<file path="config.mk">
export PLATFORM = sky130hd
export DESIGN_NAME = rv_ifu
export DESIGN_NICKNAME = d
export VERILOG_FILES = /design/src/rv_pkg.sv /design/src/rv_ifu.sv
export SDC_FILE = /design/constraint.sdc
export NUM_CORES = 1
export LEC_CHECK = 0
export BUFFER_PORTS_ARGS = -buffer_cell sky130_fd_sc_hd__buf_2
export CORE_AREA = 2 2 141 143
export DETAILED_ROUTE_END_ITERATION = 6
export DIE_AREA = 0 0 143 145
export PLACE_DENSITY_LB_ADDON = 0.1
export SYNTH_ARGS = -nofsm -noshare
export SYNTH_HDL_FRONTEND = slang
export SYNTH_SLANG_ARGS = --single-unit
</file>
<file path="constraint.sdc">
create_clock -name clk -period 3.6 [get_ports clk]
set_input_delay 0.72 -clock clk [delete_from_list [all_inputs] [get_ports clk]]
set_output_delay 0.72 -clock clk [all_outputs]
set_load 0.02 [all_outputs]
</file>
<file path="src/rv_pkg.sv">
package rv_pkg;

  // ##########################################################################
  // encodings
  // ##########################################################################

  typedef enum logic [6:0] {
    opc_op        = 7'b0110011,
    opc_op_imm    = 7'b0010011,
    opc_op_32     = 7'b0111011,
    opc_op_imm_32 = 7'b0011011,
    opc_lui       = 7'b0110111,
    opc_auipc     = 7'b0010111,
    opc_jal       = 7'b1101111,
    opc_jalr      = 7'b1100111,
    opc_branch    = 7'b1100011,
    opc_system    = 7'b1110011
  } opc_e;

  typedef enum logic [4:0] {
    alu_add, alu_sub, alu_sll, alu_slt, alu_sltu, alu_xor,
    alu_srl, alu_sra, alu_or, alu_and, alu_pass_b
  } alu_op_e;

  // values follow funct3 of the branch instructions
  typedef enum logic [2:0] {
    br_beq  = 3'b000,
    br_bne  = 3'b001,
    br_blt  = 3'b100,
    br_bge  = 3'b101,
    br_bltu = 3'b110,
    br_bgeu = 3'b111
  } br_op_e;

  typedef enum logic [1:0] {
    wb_alu = 2'd0,
    wb_pc4 = 2'd1
  } wb_sel_e;

  typedef enum logic [2:0] {
    fmt_r, fmt_i, fmt_s, fmt_b, fmt_u, fmt_j
  } fmt_e;

  // ##########################################################################
  // instruction word with one view per format
  // ##########################################################################

  typedef struct packed {
    logic [6:0] funct7;
    logic [4:0] rs2;
    logic [4:0] rs1;
    logic [2:0] funct3;
    logic [4:0] rd;
    logic [6:0] opcode;
  } r_fmt_t;

  typedef struct packed {
    logic [11:0] imm_11_0;
    logic [4:0]  rs1;
    logic [2:0]  funct3;
    logic [4:0]  rd;
    logic [6:0]  opcode;
  } i_fmt_t;

  typedef struct packed {
    logic [6:0] imm_11_5;
    logic [4:0] rs2;
    logic [4:0] rs1;
    logic [2:0] funct3;
    logic [4:0] imm_4_0;
    logic [6:0] opcode;
  } s_fmt_t;

  typedef struct packed {
    logic       imm_12;
    logic [5:0] imm_10_5;
    logic [4:0] rs2;
    logic [4:0] rs1;
    logic [2:0] funct3;
    logic [3:0] imm_4_1;
    logic       imm_11;
    logic [6:0] opcode;
  } b_fmt_t;

  typedef struct packed {
    logic [19:0] imm_31_12;
    logic [4:0]  rd;
    logic [6:0]  opcode;
  } u_fmt_t;

  typedef struct packed {
    logic       imm_20;
    logic [9:0] imm_10_1;
    logic       imm_11;
    logic [7:0] imm_19_12;
    logic [4:0] rd;
    logic [6:0] opcode;
  } j_fmt_t;

  typedef union packed {
    r_fmt_t r_fmt;
    i_fmt_t i_fmt;
    s_fmt_t s_fmt;
    b_fmt_t b_fmt;
    u_fmt_t u_fmt;
    j_fmt_t j_fmt;
  } rv_instr_u;

  // ##########################################################################
  // stage bundles
  // ##########################################################################

  typedef struct packed {
    rv_instr_u   instr;
    logic [63:0] pc;
    logic [63:0] snxt_pc;
    logic        execute_en;
  } fetch_t;

  typedef struct packed {
    logic [4:0]  index_rs1;
    logic [4:0]  index_rs2;
    logic [4:0]  index_rd;
    logic [63:0] pc;
    logic [63:0] snxt_pc;
    logic [63:0] gpr_data1;
    logic [63:0] gpr_data2;
    logic [63:0] imm;
    alu_op_e     alu_op;
    logic        alu_imm_en;
    logic        alu_pc_en;
    logic        alu_halfop;
    logic        branch_en;
    br_op_e      branch_op;
    logic        jump_en;
    logic        wb_en;
    wb_sel_e     wb_sel;
    logic        ebreak;
    logic        execute_en;
  } dec_t;

  typedef struct packed {
    logic        wb_en;
    logic [4:0]  index_rd;
    logic [63:0] data;
  } wb_t;

endpackage

</file>
<file path="src/rv_ifu.sv">
`timescale 1ns/100ps

module rv_ifu #(
  parameter logic [63:0] reset_pc = 64'h0
) (
  input  logic              clk,
  input  logic              rstn,
  input  rv_pkg::rv_instr_u instr_in,
  input  logic              instr_valid,
  input  logic              flush,
  input  logic [63:0]       redirect_pc,
  output rv_pkg::fetch_t    fetch,
  output logic [63:0]       cur_pc
);

  logic [63:0] pc;

  always_ff @(posedge clk) begin
    if (instr_valid) begin
      fetch.instr   <= instr_in;
      fetch.pc      <= pc;
      fetch.snxt_pc <= pc + 64'd4;
    end
    if (!rstn) begin
      pc               <= reset_pc;
      fetch.execute_en <= 1'b0;
    end else if (flush) begin
      // strobe in this cycle is dropped, fetch restarts at the target
      pc               <= redirect_pc;
      fetch.execute_en <= 1'b0;
    end else begin
      fetch.execute_en <= instr_valid;
      if (instr_valid) begin
        pc <= pc + 64'd4;
      end
    end
  end

  assign cur_pc = pc;

endmodule

</file>
==> Implementation_results.wiki <==
{| class="wikitable"
! Metric !! Value
|-
| Final-layout worst hold slack || 0.377 ns
|-
| Data required time of the critical path || 4.03 ns
|-
| Number of buffers added by the clock tree synthesis step || 24
|-
| Final hold vios || 0
|-
| Rel. slew slack || 24.2%
|-
| First-pass GRT wire length || 40.8 mm
|-
| Largest vdd supply drop || 0.384 mV
|-
| Number of antenna violations at the first check in global routing || 3
|-
| Insertion delay of the later-clocked pin in the worst-skew pair || 0.52 ns
|-
| Mean post-synth cell area || 12.0 µm²
|-
| Routed length per instance || 19.1 µm
|-
| Area of the die || 0.0207 mm²
|-
| Count of mapped cells out of synthesis || 804
|-
| Largest net degree at the start of global routing || 138
|-
| Worst Max-Slew Pin Slew || 1.13 ns
|-
| Half-perimeter wire length after detailed placement || 18.5 mm
|-
| Outcome || completed
|-
| Initial Utilization || 50.4%
|-
| Setup crit start || cur_pc[2]
|-
| Post-synth net total || 905
|-
| Commonest non-fill, non-tap cells in the layout || 323 x sky130_fd_sc_hd__buf_2, 158 x sky130_fd_sc_hd__edfxtp_1, 65 x sky130_fd_sc_hd__dfxtp_1
|-
| Post-CTS Hold Fix Bufs || 0
|-
| Unrepaired setup endpoints after global routing || no
|-
| Count of flip-flops with a built-in enable after synthesis || 158
|-
| Grt ovf || 0
|-
| Number of global-route vias before repair || 7238
|-
| Weighted congestion reported at the end of routability-driven placement || 0.849
|-
| Via-to-Cell Ratio || 5.48
|-
| Slew Limit Fails || 0
|-
| Die H || 145 µm
|-
| Leakage || 5.09 nW
|-
| Fin util || 64.2%
|-
| Filler cell count || 1555
|-
| TritonCTS Sinks || 223
|-
| Final sum of negative setup slack || 0 ns
|-
| DRC || 0
|-
| Critical R2R Launch || cur_pc[2]
|-
| Total of cells resized after clock tree synthesis || 0
|-
| Critical path fanouts, max || 13
|-
| Worst hold path endpoint || fetch[144]
|-
| Post-synth top flop || sky130_fd_sc_hd__edfxtp_1
|-
| Final cell area excluding filler cells || 0.0123 mm²
|-
| Overall global routing resource usage || 25.0%
|-
| Setup crit start kind || flop
|-
| Period utilization || 83.2%
|-
| Share of synthesized area occupied by flip-flops and latches || 62.4%
|-
| First-pass DRT Iterations || 5
|-
| Arr. time, crit path || 3.42 ns
|-
| Commonest non-fill, non-tap cell in the layout || sky130_fd_sc_hd__buf_2
|-
| Instance area at placement || 0.0115 mm²
|-
| Clock root cell || sky130_fd_sc_hd__clkbuf_16
|-
| Async set-or-reset flop fraction in the synthesized netlist || 0%
|-
| Port bufs || 324
|-
| Post-synthesis to final-layout area growth || 27.4%
|-
| Sum of routed wire length over all layers || 26.7 mm
|-
| Die width || 143 µm
|-
| I/O pin total || 325
|-
| Syn Std Cell Area || 0.00968 mm²
|-
| Diode insertion count for antenna repair || 0
|-
| Number of maximum-capacitance constraint violations || 0
|-
| Fmax || 334 MHz
|-
| CTS tree || done
|-
| Final #Nets || 1216
|-
| Worst Clk Skew || 0.0172 ns
|-
| Final period demand of the worst path || 2.99 ns
|-
| Pwr dens || 517 mW/mm²
|-
| Clock-pin transition on the worst setup and hold timing paths || 0.06 ns
|-
| R2r worst-path depth || 7
|-
| Number of buffers inserted to repair setup after CTS || 0
|-
| Overall Power || 6.38 mW
|-
| Drt first-iter violations || 454
|-
| Depth of the worst hold-timing path || 1
|-
| Vias post-DR || 7665
|-
| CORE AREA || 0.0192 mm²
|-
| Category of the critical setup timing path || reg2reg
|-
| Count of H-tree levels built during CTS || 1
|-
| Seq cells post-synth || 223
|-
| Maximum root-to-sink buffer count || 3
|-
| Critical hold path startpoint || instr_in[15]
|-
| Count of antenna-violating nets left after detailed routing || 0
|-
| Number of unique standard cell types used by synthesis || 62
|-
| Type of the tightest min-delay check || in2reg
|-
| Placement row count || 51
|-
| Endpoints failing setup || 0
|-
| Reg-to-reg slack, setup || 0.61 ns
|-
| Terminus of the critical flop-to-flop path || cur_pc[44]
|-
| Fraction of final layout cells sized beyond drive strength 1 || 35.3%
|-
| Endpoint type of the worst setup path || flop
|-
| YS warnings || 0
|}
-- state kept, by name, summed over array words and instances (netlist names) --
name / cells
fetch: 159
cur_pc: 64
-- power breakdown --
part	leakage, nW	switching [mW]	internal, mW
Sequential	2.14	0.136	2.95
Combinational	2.54	0.469	0.253
Clock	0.411	0.997	1.58
Total	5.09	1.60	4.78
-- layout make-up --
cell class                      instances  area (µm²)  area share, %
Tap cell                              265         332           2.69
Timing Repair Buffer                  345        1810           14.7
Sequential cell                       223        6050           49.0
Clock inverter                         13         168           1.36
Multi-Input combinational cell        516        3300           26.7
Inverter                                5        18.8          0.152
Clock buffer                           31         658           5.34
-- cell families after synthesis --
family / synth area share [%]
flip-flops: 62.4
buffers and inverters: 3.50
XOR/XNOR: 8.50
AND/OR/NAND/NOR: 16.7
adder cells (fa/ha/maj): 0.129
multiplexers: 0.413
AO/OA/AOI/OAI: 8.31
-- Yosys cell counts, drive strengths merged (13+ instances only) --
library cell	instances	share of area, %
nand4	42	2.9
a31oi	16	1.0
a21oi	20	1.0
clkbuf	37	1.5
nor2	34	1.3
dfxtp	65	13
nor3	27	1.4
o211a	13	1.3
o21ai	51	2.6
or3	13	0.85
xor2	54	4.9
xnor2	40	3.6
edfxtp	158	49
or4	13	1.1
nand3	29	1.5
nor4	30	2.0
buf	21	1.6
nand2	57	2.3
-- worst max path at each step --
stage	end	cells past startpoint
2_1_floorplan	cur_pc[44]	6
3_3_place_gp	cur_pc[44]	7
3_5_place_dp	cur_pc[44]	7
4_1_cts	cur_pc[44]	7
5_1_grt	cur_pc[44]	7
6_report	cur_pc[44]	7
-- layer usage --
layer | vias to the layer above | share of wire, % | track usage, %
met5 | - | 0.14 | 0
met2 | 351 | 48 | 41.2
met3 | 70 | 9.7 | 6.93
met1 | 3588 | 39 | 32.4
li1 | 3650 | - | -
met4 | 6 | 2.6 | 6.73
-- worst max-delay path: stages (launching register included) --
cell and delay, ns:
sky130_fd_sc_hd__dfxtp_1 0.46, sky130_fd_sc_hd__ha_1 0.32, sky130_fd_sc_hd__nand4_1 0.12, sky130_fd_sc_hd__buf_4 0.19
sky130_fd_sc_hd__or4_2 0.80, sky130_fd_sc_hd__nor3_1 0.33, sky130_fd_sc_hd__or3b_2 0.47, sky130_fd_sc_hd__a31oi_1 0.20
-- through the flow --
step / cells / setup slack (ns)
final: 1398 / 0.606
after global routing: 1398 / 0.434
after CTS: 1398 / 0.636
after detailed placement: 1354 / 0.645
after global placement: 1354 / 0.751
after floorplan: 804 / 0.839
(Power assumes the default switching activity.)
